==> src/verilog/mips_pkg.sv <==
`default_nettype none

package mips_pkg;

    // widths
    localparam int word_width     = 32;
    localparam int reg_addr_width = 5;
    localparam int reg_count      = 32;
    localparam int opcode_width   = 6;
    localparam int funct_width    = 6;
    localparam int shamt_width    = 5;
    localparam int imm_width      = 16;

    // opcodes
    localparam logic [opcode_width-1:0] op_rtype = 6'h00;
    localparam logic [opcode_width-1:0] op_addi  = 6'h08;
    localparam logic [opcode_width-1:0] op_slti  = 6'h0a;
    localparam logic [opcode_width-1:0] op_andi  = 6'h0c;
    localparam logic [opcode_width-1:0] op_ori   = 6'h0d;
    localparam logic [opcode_width-1:0] op_xori  = 6'h0e;
    localparam logic [opcode_width-1:0] op_lui   = 6'h0f;

    // r-type function codes
    localparam logic [funct_width-1:0] fn_sll = 6'h00;
    localparam logic [funct_width-1:0] fn_srl = 6'h02;
    localparam logic [funct_width-1:0] fn_sra = 6'h03;
    localparam logic [funct_width-1:0] fn_add = 6'h20;
    localparam logic [funct_width-1:0] fn_sub = 6'h22;
    localparam logic [funct_width-1:0] fn_and = 6'h24;
    localparam logic [funct_width-1:0] fn_or  = 6'h25;
    localparam logic [funct_width-1:0] fn_xor = 6'h26;
    localparam logic [funct_width-1:0] fn_nor = 6'h27;
    localparam logic [funct_width-1:0] fn_slt = 6'h2a;

    typedef logic [word_width-1:0]     word_t;
    typedef logic [reg_addr_width-1:0] reg_idx_t;

    typedef enum logic [3:0] {
        alu_add, alu_sub, alu_and, alu_or, alu_xor, alu_nor,
        alu_slt, alu_sll, alu_srl, alu_sra, alu_lui
    } alu_op_e;

    // one decoded instruction
    typedef struct packed {
        alu_op_e                alu_op;
        reg_idx_t               rs;
        reg_idx_t               rt;
        reg_idx_t               dest;
        logic                   write_en;
        logic                   use_imm;
        word_t                  imm;
        logic [shamt_width-1:0] shamt;
    } decoded_t;

    // retiring result that also feeds the register file write port
    typedef struct packed {
        logic     valid;
        reg_idx_t idx;
        word_t    data;
    } wb_t;

endpackage

`default_nettype wire

==> src/verilog/alu.sv <==
`timescale 1ns/1ps
`default_nettype none

module alu (
    input  mips_pkg::alu_op_e                  op,
    input  mips_pkg::word_t                    a,
    input  mips_pkg::word_t                    b,
    input  logic [mips_pkg::shamt_width-1:0]   shamt,
    output mips_pkg::word_t                    result
);
    import mips_pkg::*;

    always_comb begin
        case (op)
            alu_add: begin
                result = a + b;
            end
            alu_sub: begin
                result = a - b;
            end
            alu_and: begin
                result = a & b;
            end
            alu_or: begin
                result = a | b;
            end
            alu_xor: begin
                result = a ^ b;
            end
            alu_nor: begin
                result = ~(a | b);
            end
            // signed compare
            alu_slt: begin
                result = ($signed(a) < $signed(b)) ? word_t'(1) : word_t'(0);
            end
            // shifts act on b only
            alu_sll: begin
                result = b << shamt;
            end
            alu_srl: begin
                result = b >> shamt;
            end
            alu_sra: begin
                result = word_t'($signed(b) >>> shamt);
            end
            alu_lui: begin
                result = {b[imm_width-1:0], {(word_width-imm_width){1'b0}}};
            end
            default: begin
                result = '0;
            end
        endcase
    end

endmodule

`default_nettype wire

==> src/verilog/execute_unit.sv <==
`timescale 1ns/1ps
`default_nettype none

module execute_unit (
    input  logic               clk,
    input  logic               rst_n,
    input  mips_pkg::decoded_t dec,
    input  mips_pkg::word_t    rs_data,
    input  mips_pkg::word_t    rt_data,
    output mips_pkg::wb_t      wb
);
    import mips_pkg::*;

    decoded_t ex_dec;
    logic     ex_we;
    word_t    ex_rs_data;
    word_t    ex_rt_data;
    word_t    op_a;
    word_t    rt_fwd;
    word_t    op_b;
    word_t    alu_result;
    wb_t      mem_q;

    // id/ex payload
    always_ff @(posedge clk) begin
        ex_dec     <= dec;
        ex_rs_data <= rs_data;
        ex_rt_data <= rt_data;
    end

    always_ff @(posedge clk or negedge rst_n) begin
        if (!rst_n)
            ex_we <= 1'b0;
        else
            ex_we <= dec.write_en;
    end

    // newer producer wins
    function automatic word_t forward(input reg_idx_t idx, input word_t rf_val);
        if (mem_q.valid && mem_q.idx == idx)
            return mem_q.data;
        else if (wb.valid && wb.idx == idx)
            return wb.data;
        else
            return rf_val;
    endfunction

    always_comb begin
        op_a   = forward(ex_dec.rs, ex_rs_data);
        rt_fwd = forward(ex_dec.rt, ex_rt_data);
    end

    assign op_b = ex_dec.use_imm ? ex_dec.imm : rt_fwd;

    alu alu (
        .op     (ex_dec.alu_op),
        .a      (op_a),
        .b      (op_b),
        .shamt  (ex_dec.shamt),
        .result (alu_result)
    );

    // ex/mem feeds mem/wb which is the output record
    always_ff @(posedge clk or negedge rst_n) begin
        if (!rst_n) begin
            mem_q <= '0;
            wb    <= '0;
        end else begin
            mem_q <= '{valid: ex_we, idx: ex_dec.dest, data: alu_result};
            wb    <= mem_q;
        end
    end

    wb_valid_known: assert property (
        @(posedge clk) disable iff (!rst_n) !$isunknown(wb.valid)
    );

    wb_idx_nonzero: assert property (
        @(posedge clk) disable iff (!rst_n) wb.valid |-> wb.idx != '0
    );

endmodule

`default_nettype wire

==> src/verilog/instr_decode.sv <==
`timescale 1ns/1ps
`default_nettype none

module instr_decode (
    input  logic               instr_valid,
    input  mips_pkg::word_t    instr,
    output mips_pkg::decoded_t dec
);
    import mips_pkg::*;

    logic [opcode_width-1:0] opcode;
    logic [funct_width-1:0]  funct;
    logic [imm_width-1:0]    imm;
    logic [shamt_width-1:0]  shamt;
    reg_idx_t                rs;
    reg_idx_t                rt;
    reg_idx_t                rd;
    reg_idx_t                dest;
    alu_op_e                 op;
    logic                    known;
    logic                    use_imm;
    logic                    sign_ext;
    word_t                   imm_ext;

    // field slicing
    assign opcode = instr[word_width-1 -: opcode_width];
    assign rs     = instr[25:21];
    assign rt     = instr[20:16];
    assign rd     = instr[15:11];
    assign shamt  = instr[10:6];
    assign funct  = instr[funct_width-1:0];
    assign imm    = instr[imm_width-1:0];

    always_comb begin
        known    = 1'b1;
        op       = alu_add;
        dest     = rt;
        use_imm  = 1'b1;
        sign_ext = 1'b1;
        case (opcode)
            op_rtype: begin
                dest    = rd;
                use_imm = 1'b0;
                case (funct)
                    fn_add:  op = alu_add;
                    fn_sub:  op = alu_sub;
                    fn_and:  op = alu_and;
                    fn_or:   op = alu_or;
                    fn_xor:  op = alu_xor;
                    fn_nor:  op = alu_nor;
                    fn_slt:  op = alu_slt;
                    fn_sll:  op = alu_sll;
                    fn_srl:  op = alu_srl;
                    fn_sra:  op = alu_sra;
                    default: known = 1'b0;
                endcase
            end
            op_addi: op = alu_add;
            op_slti: op = alu_slt;
            // logical immediates are zero extended
            op_andi: begin
                op       = alu_and;
                sign_ext = 1'b0;
            end
            op_ori: begin
                op       = alu_or;
                sign_ext = 1'b0;
            end
            op_xori: begin
                op       = alu_xor;
                sign_ext = 1'b0;
            end
            op_lui: begin
                op       = alu_lui;
                sign_ext = 1'b0;
            end
            default: known = 1'b0;
        endcase
    end

    assign imm_ext = sign_ext ? {{(word_width-imm_width){imm[imm_width-1]}}, imm}
                              : {{(word_width-imm_width){1'b0}}, imm};

    // unknown codes, r0 targets and bubbles never write
    assign dec = '{alu_op:   op,
                   rs:       rs,
                   rt:       rt,
                   dest:     dest,
                   write_en: instr_valid && known && (dest != '0),
                   use_imm:  use_imm,
                   imm:      imm_ext,
                   shamt:    shamt};

endmodule

`default_nettype wire

==> src/verilog/pipeline_core.sv <==
`timescale 1ns/1ps
`default_nettype none

module pipeline_core (
    input  logic            clk,
    input  logic            rst_n,
    input  logic            instr_valid,
    input  mips_pkg::word_t instr,
    output mips_pkg::wb_t   wb
);
    import mips_pkg::*;

    decoded_t dec;
    word_t    rs_data;
    word_t    rt_data;

    instr_decode instr_decode (
        .instr_valid (instr_valid),
        .instr       (instr),
        .dec         (dec)
    );

    // write port is fed back from write-back
    register_file register_file (
        .clk         (clk),
        .rst_n       (rst_n),
        .rs_idx      (dec.rs),
        .rt_idx      (dec.rt),
        .wb          (wb),
        .rs_data     (rs_data),
        .rt_data     (rt_data)
    );

    execute_unit execute_unit (
        .clk         (clk),
        .rst_n       (rst_n),
        .dec         (dec),
        .rs_data     (rs_data),
        .rt_data     (rt_data),
        .wb          (wb)
    );

endmodule

`default_nettype wire

==> src/verilog/register_file.sv <==
`timescale 1ns/1ps
`default_nettype none

module register_file (
    input  logic               clk,
    input  logic               rst_n,
    input  mips_pkg::reg_idx_t rs_idx,
    input  mips_pkg::reg_idx_t rt_idx,
    input  mips_pkg::wb_t      wb,
    output mips_pkg::word_t    rs_data,
    output mips_pkg::word_t    rt_data
);
    import mips_pkg::*;

    word_t regs [reg_count];

    // entry 0 stays at its reset value
    always_ff @(posedge clk or negedge rst_n) begin
        if (!rst_n) begin
            for (int i = 0; i < reg_count; i++) begin
                regs[i] <= '0;
            end
        end else if (wb.valid && wb.idx != '0) begin
            regs[wb.idx] <= wb.data;
        end
    end

    // write-through for a same-cycle write
    function automatic word_t read_port(input reg_idx_t idx);
        if (idx == '0)
            return '0;
        else if (wb.valid && wb.idx == idx)
            return wb.data;
        else
            return regs[idx];
    endfunction

    always_comb begin
        rs_data = read_port(rs_idx);
        rt_data = read_port(rt_idx);
    end

    no_write_to_zero: assert property (
        @(posedge clk) disable iff (!rst_n) wb.valid |-> wb.idx != '0
    );

endmodule

`default_nettype wire
==> config.mk <==
export PLATFORM = sky130hd
export DESIGN_NAME = pipeline_core
export DESIGN_NICKNAME = d
export VERILOG_FILES = /design/src/verilog/mips_pkg.sv /design/src/verilog/alu.sv /design/src/verilog/execute_unit.sv /design/src/verilog/instr_decode.sv /design/src/verilog/pipeline_core.sv /design/src/verilog/register_file.sv
export SDC_FILE = /design/constraint.sdc
export NUM_CORES = 2
export LEC_CHECK = 0
export BUFFER_PORTS_ARGS = -buffer_cell sky130_fd_sc_hd__buf_4
export CAP_MARGIN = 20
export CORE_AREA = 4 4 255 444
export DETAILED_ROUTE_END_ITERATION = 10
export DIE_AREA = 0 0 259 448
export HOLD_SLACK_MARGIN = 0.15
export PLACE_DENSITY_LB_ADDON = 0.3
export SYNTH_ARGS = -nofsm -noshare
export SYNTH_HDL_FRONTEND = slang
export SYNTH_SLANG_ARGS = --single-unit
==> constraint.sdc <==
create_clock -name clk -period 12 [get_ports clk]
set_clock_uncertainty 0.2 [all_clocks]
set_input_delay 1.8 -clock clk [delete_from_list [all_inputs] [get_ports clk]]
set_output_delay 1.8 -clock clk [all_outputs]
set_load 0.01 [all_outputs]
; ---- Word level (Yosys, flattened, before mapping)
; Cells that the tools add are included.
[totals]
regBits = 1207
out_inout_bits = 38
[op_classes]
n_addsub = 2
order_cmp = 5
n_eq_ne = 31
n_shift = 3
muxes = 24
bitwise_logic = 7
n_reduce_logical = 20
[ops]
columns = cell, count
row1 = $bwmux 1024, 1
row2 = $mux 32, 12
row3 = $pmux 32 s11, 1
row4 = $bmux 32 s5, 2
row5 = $demux 32 s5, 1
row6 = $eq 6x6->1 const B, 7
row7 = $eq 6x4->1 const B, 6
row8 = $pmux 4 s9, 1
row9 = $add 32x32->32, 1
row10 = $and 32x32->32, 1
row11 = $lt 32x32->1, 1
row12 = $not 32->32, 1
row13 = $or 32x32->32, 1
row14 = $shl 32x5->32, 1
row15 = $shr 32x5->32, 1
row16 = $sshr 32x5->32, 1
row17 = $sub 32x32->32, 1
row18 = $xor 32x32->32, 1
row19 = $eq 5x5->1, 6
row20 = $pmux 4 s6, 1
row21 = $ge 6x6->1 const B, 3
row22 = $not 5->6, 3
row23 = $eq 4x3->1 const B, 4
row24 = $eq 4x4->1 const B, 3
row25 = other kinds (15), 31

; ---- Depth between registers and ports, before layout
[depth]
ltp_word = 8
ltp_mapped = 22
mapped_depth_nobuf = 19

; ---- Cells and area by module
; From an unflattened synthesis, not the netlist that was laid out.
[unflattened]
cells_unflattened = 5751
hier_area_um2 = 71214.6
[modules_own_cells]
columns = mod, n_inst, cells_per_inst, area_each_um2
row1 = register_file, 1, 3792, 54800.1
row2 = alu, 1, 1381, 9260.1
row3 = execute_unit, 1, 479, 6402.4
row4 = instr_decode, 1, 99, 752.0

; ---- Worst setup path before layout
; No wires, ideal clock.
[synth_path]
path_type = reg-to-reg
start = register execute_unit.wb[34] (netlist name)
end = register execute_unit.mem_q[28] (netlist name)
setup_ns = 0.126
t_arrival_ns = 5.081
slack_ns = 6.593
stages_incl_launch_ff = 20
path_buffers = 3
period_less_slack_ns = 5.407
path_cell_list = dfrtp_1 -> buf_1 -> xor2_1 -> nor4_1 -> and3_1 -> clkbuf_1 -> buf_1 -> mux2i_1 -> o21ai_0 -> fa_1 -> nand2b_1 -> a221oi_1 -> nor4_1 -> or3b_1 -> a211oi_1 -> nor2_1 -> o211a_1 -> or3_1 -> xnor2_1 -> a221o_1
[synth_via]
elab_chain_len = 8
word_cells_on_any_way = 19
[synth_rtl]
columns = item, line
row1 = "parallel branches: the longest is 7 deep, another holds $sub 32x32->32", --
row2 = $pmux 32 s11 (*), alu.sv:14  ; case (op)
row3 = net execute_unit.alu.result[28], alu.sv:9  ; output mips_pkg::word_t result
row4 = to (signal assigned), execute_unit.sv:69  ; mem_q <= '{valid: ex_we, idx: ex_dec.dest, data: alu_result};
row5 = to (decl), execute_unit.sv:22  ; wb_t mem_q;
; Mark *: on every way through the listed nets, which the timed path passes.
; A chain may end at the register's enable or synchronous reset.

; ---- Final worst setup path
[layout_path]
start = register execute_unit.wb[33] (netlist name)
end = register execute_unit.mem_q[31] (netlist name)
[layout_via]
elab_chain_len = 8
word_cells_on_any_way = 19
[layout_rtl]
columns = item, line
row1 = "parallel branches: the longest is 7 deep, another holds $sub 32x32->32", --
row2 = $pmux 32 s11 (*), alu.sv:14
row3 = net execute_unit.alu.result[31], alu.sv:9
; Marked as above.

==> out/summary.md <==
The total area of multi-input combinational cells was 38600 sq um; the average cell area after synthesis was 13.1 sq um. The post-layout utilization of the core is 69.9%, and the number of cells in the design after placement is 6504. Traced cell by cell, the critical path runs through xor2_1 -> nor4_1 -> and3_2 -> buf_4 -> mux2i_1 -> o21ai_0 -> ha_1 -> o21bai_1 -> a221oi_1 -> nor3b_1 -> o31ai_1 -> a2111o_1 -> a21boi_1 -> a211oi_1 -> nor3_1 -> or4b_2 -> nand3_1. The count of pins over their slew limit came out at 0.

The root buffer cell chosen for the clock tree is sky130_fd_sc_hd__clkbuf_16. Leading register cell type out of synthesis: sky130_fd_sc_hd__dfrtp_1. After detailed routing, the number of vias per cell comes to 7.70. Clock-pin slew was measured on the worst setup and hold paths at 0.07 ns.

Power spread over the standard cell area amounts to 127 nW/um^2. The sequential-to-total area share from yosys stat was 41.9%; the fraction of synthesis flops using an asynchronous set or reset pin was 91.6%. The die height came out at 448 um. The worst pin sits at a relative slew slack of 17.7%.

The routed layout has 52.0k vias. The number of cells in the finished layout apart from fillers is 6751. Beginning of the worst register-to-register path: execute_unit.wb[33]$_DFF_PN0_. The kind of cell with the highest combined delay along the critical path is compound AO/OA/AOI/OAI gates.

The final layout contains routed wiring with a total length of 266 mm. STA classifies the critical path startpoint as a flip-flop. The number of levels in the clock H-tree was 3. The static leakage power was 33.8 nW.

Leaving out fill and tap cells, the most frequent cells in the layout are sky130_fd_sc_hd__dfrtp_1, sky130_fd_sc_hd__mux2_2, sky130_fd_sc_hd__mux4_2. Routability-driven placement finished with a final weighted congestion of 1.14. The number of inserted filler cells in the final layout came out at 7384. For flop-to-flop paths, the worst setup slack is 4.59 ns. For this run, design rule violations remaining after detail routing come to 0. The die width came out at 259 um.

Max-cap violations in this run came to 0. The slowest stage of the critical path belongs to the cell sky130_fd_sc_hd__dfrtp_1. The worst setup slack after layout was 4.59 ns; the initial standard-cell utilization of the core was 64.3%. For this design, the sink count on the clock tree is 1202. The core box area was 110000 sq um; the floorplan die area was 116000 sq um. Based on the critical path, the design can be clocked at up to 135 MHz. The min-delay analysis places its worst path in the category reg -> reg. The final critical path takes up 61.7% of the cycle. The startpoint identified for the worst hold timing path is execute_unit.ex_dec[39]$_DFF_P_. The number of buffers and inverters on the critical path came out at 1. The logs give 0.75 ns for the clock latency reported for the late side of the worst-skew pair and 6490 for the first-iteration detailed-routing DRC count. The gate count after technology mapping was 5394.

The area growth from synthesis to layout is 8.62%. The maximum fanout along the worst path was 32. The detail route stage leaves a number of antenna-violating nets equal to 0.

The final hold slack is 0.163 ns. For the number of unique standard cell types used by synthesis, the log shows 91. The overall overflow remaining after global route is 0, and the via count of the first global-routing pass is 53.3k. For the final standard cell area without fillers, the log shows 76700 sq um.

On the worst path, the slowest cell contributes a delay of 0.89 ns. For the number of top-level pins, the log shows 73. Dividing the detail-routed wire length by the instance count gives 39.4 um. The worst-case setup slack after placement was 5.10 ns; the number of rows created at floorplan was 161. The number of buffers created by CTS is 106. Summed over all nets, the half-perimeter wirelength after detailed placement is 166 mm. The run gives 46.7% as the global router's overall resource usage. The flow ran to the end, and the final reports show no timing, DRC or antenna violations. In the final layout, flip-flops and latches occupy 29600 sq um. The tools report the initial antenna violation count as 42. The largest vdd supply drop is 141 uV, and the number of flops mapped to enable cells by yosys is 0.

TritonCTS built the clock tree. The worst setup path is captured at a flip-flop. By startpoint and endpoint, the worst setup path is classified as reg -> reg. The final-report setup violation count was 0. Pin slew with the least headroom to its limit: 1.23 ns. The run gives 5527 as the post-synthesis net count. The maximum clock insertion buffer count was 3. Data on the critical path is required at its endpoint by 12.48 ns. After synthesis the netlist holds a flip-flop and latch count of 1202. The detailed-routing iteration count for the pre-antenna-repair pass was 8. Summing all placed instances gives a cell area of 72400 sq um.

The endpoint of the lowest-slack register-to-register path is execute_unit.mem_q[31]$_DFF_PN0_. STA puts the critical path data arrival time at 7.89 ns. The total of buffers placed on input and output ports works out to 72. The path with the worst hold slack has its endpoint at execute_unit.mem_q[32]$_DFF_PN0_.

The synthesized netlist occupies a cell area of 70600 sq um. Setup repair after global routing left no endpoint under its margin. The final layout contains 5305 nets. The final hold violation count is 0, and the count of synthesis-stage warnings from yosys is 0. Adding up every negative setup slack in the final design gives 0 ns.

The library cell used most frequently in the layout, excluding fill and tap cells, is sky130_fd_sc_hd__dfrtp_1. The path depth of the worst reg2reg path works out to 17. The run gives 382 mm as the global-route wire length before repair. Entering global routing, the biggest net connects 190 pins. Summing internal, switching and leakage power gives 9.72 mW. For the finished layout, the period the worst path requires is 7.41 ns. The proportion of layout cells with a drive suffix above 1 works out to 42.7%.

The worst hold path passes through 0 cells.
## timing repair
item / 4_1_cts / 5_1_grt
hold endpoints to repair: 2 / 0
hold buffers: 2 / 0
buffers inserted: 0 / 0
gates resized for setup: 0 / 0
setup endpoints to repair: 0 / 0
## power breakdown
part           switching (mW)  internal, mW  leakage (nW)
combinational           0.947         0.566          16.0
sequential              0.182          4.24          15.9
clock                    1.63          2.15          1.90
## cells in the mapped netlist (12+ instances only)
master / n / share of area (%)
sky130_fd_sc_hd__nand3_1: 63 / 0.45
sky130_fd_sc_hd__mux4_2: 675 / 22
sky130_fd_sc_hd__xor2_1: 22 / 0.27
sky130_fd_sc_hd__a311oi_1: 34 / 0.42
sky130_fd_sc_hd__o22ai_1: 26 / 0.23
sky130_fd_sc_hd__o21ai_0: 177 / 1.3
sky130_fd_sc_hd__or3_1: 14 / 0.12
sky130_fd_sc_hd__mux2i_1: 115 / 1.6
sky130_fd_sc_hd__a22oi_1: 16 / 0.17
sky130_fd_sc_hd__o211ai_1: 24 / 0.26
sky130_fd_sc_hd__nor3_1: 94 / 0.67
sky130_fd_sc_hd__xnor2_1: 31 / 0.38
sky130_fd_sc_hd__a211o_1: 14 / 0.17
sky130_fd_sc_hd__nor4_1: 15 / 0.13
sky130_fd_sc_hd__o221ai_1: 17 / 0.21
sky130_fd_sc_hd__dfrtp_1: 1101 / 39
sky130_fd_sc_hd__o21ai_1: 13 / 0.092
sky130_fd_sc_hd__buf_2: 18 / 0.13
sky130_fd_sc_hd__o21bai_1: 15 / 0.16
sky130_fd_sc_hd__and2_1: 15 / 0.13
sky130_fd_sc_hd__nand2b_1: 16 / 0.14
sky130_fd_sc_hd__a21oi_1: 136 / 0.96
sky130_fd_sc_hd__a211oi_1: 108 / 1.1
sky130_fd_sc_hd__inv_1: 102 / 0.54
sky130_fd_sc_hd__nand2_1: 203 / 1.1
sky130_fd_sc_hd__a221o_1: 12 / 0.17
sky130_fd_sc_hd__a221oi_1: 40 / 0.50
sky130_fd_sc_hd__buf_1: 126 / 0.67
sky130_fd_sc_hd__nor2_1: 226 / 1.2
sky130_fd_sc_hd__clkbuf_1: 445 / 2.4
sky130_fd_sc_hd__mux2_2: 1009 / 16
sky130_fd_sc_hd__ha_1: 96 / 1.7
sky130_fd_sc_hd__a31oi_1: 42 / 0.37
sky130_fd_sc_hd__o31ai_1: 18 / 0.19
sky130_fd_sc_hd__a21o_1: 21 / 0.22
sky130_fd_sc_hd__dfxtp_1: 101 / 2.9
sky130_fd_sc_hd__o32ai_1: 16 / 0.20
## area by class of cell
| class | count | share of cell area [%] |
|---|---|---|
| Clock inverter | 37 | 0.759 |
| Clock buffer | 163 | 4.28 |
| Multi-Input combinational cell | 3479 | 50.4 |
| Tap cell | 1467 | 2.39 |
| Timing Repair Buffer | 271 | 3.00 |
| Inverter | 112 | 0.548 |
| Antenna cell | 20 | 0.0653 |
| Sequential cell | 1202 | 38.6 |
## metal layers
metal | wire length [um] | global-route usage [%] | up-vias
li1 | - | - | 20300
met2 | 124000 | 71.0 | 3560
met3 | 29000 | 18.6 | 1394
met4 | 31400 | 42.7 | 34
met1 | 81500 | 49.8 | 26600
met5 | 232 | 0 | -
## registers in the layout, summed over array words and instances (netlist names)
name / flops
execute_unit.ex_dec: 37
execute_unit.ex_rt_data: 32
execute_unit.mem_q: 38
execute_unit.ex_we: 1
execute_unit.wb: 38
execute_unit.ex_rs_data: 32
register_file.regs: 1024
## worst max-delay path by stage
stage               slack, ns                     startpoint  cells after the start                          endpoint
floorplan                6.59  execute_unit.wb[34]$_DFF_PN0_                     19  execute_unit.mem_q[28]$_DFF_PN0_
global placement         5.24  execute_unit.wb[32]$_DFF_PN0_                     18   execute_unit.mem_q[0]$_DFF_PN0_
detailed placement       5.10  execute_unit.wb[32]$_DFF_PN0_                     18   execute_unit.mem_q[0]$_DFF_PN0_
CTS                      5.10  execute_unit.wb[32]$_DFF_PN0_                     18   execute_unit.mem_q[0]$_DFF_PN0_
global route             4.30  execute_unit.wb[32]$_DFF_PN0_                     18   execute_unit.mem_q[0]$_DFF_PN0_
finish                   4.59  execute_unit.wb[33]$_DFF_PN0_                     17  execute_unit.mem_q[31]$_DFF_PN0_
## cell families after synthesis
kind of cell    count (synthesis)  share of synthesized area [%]
compound gates                820                           7.98
buf+inv                       713                           3.92
xor+xnor                       53                          0.657
simple gates                  709                           4.56
mux                          1799                           39.2
fa+ha+maj                      98                           1.76
flops                        1202                           41.9
(Power assumes the default switching activity.)
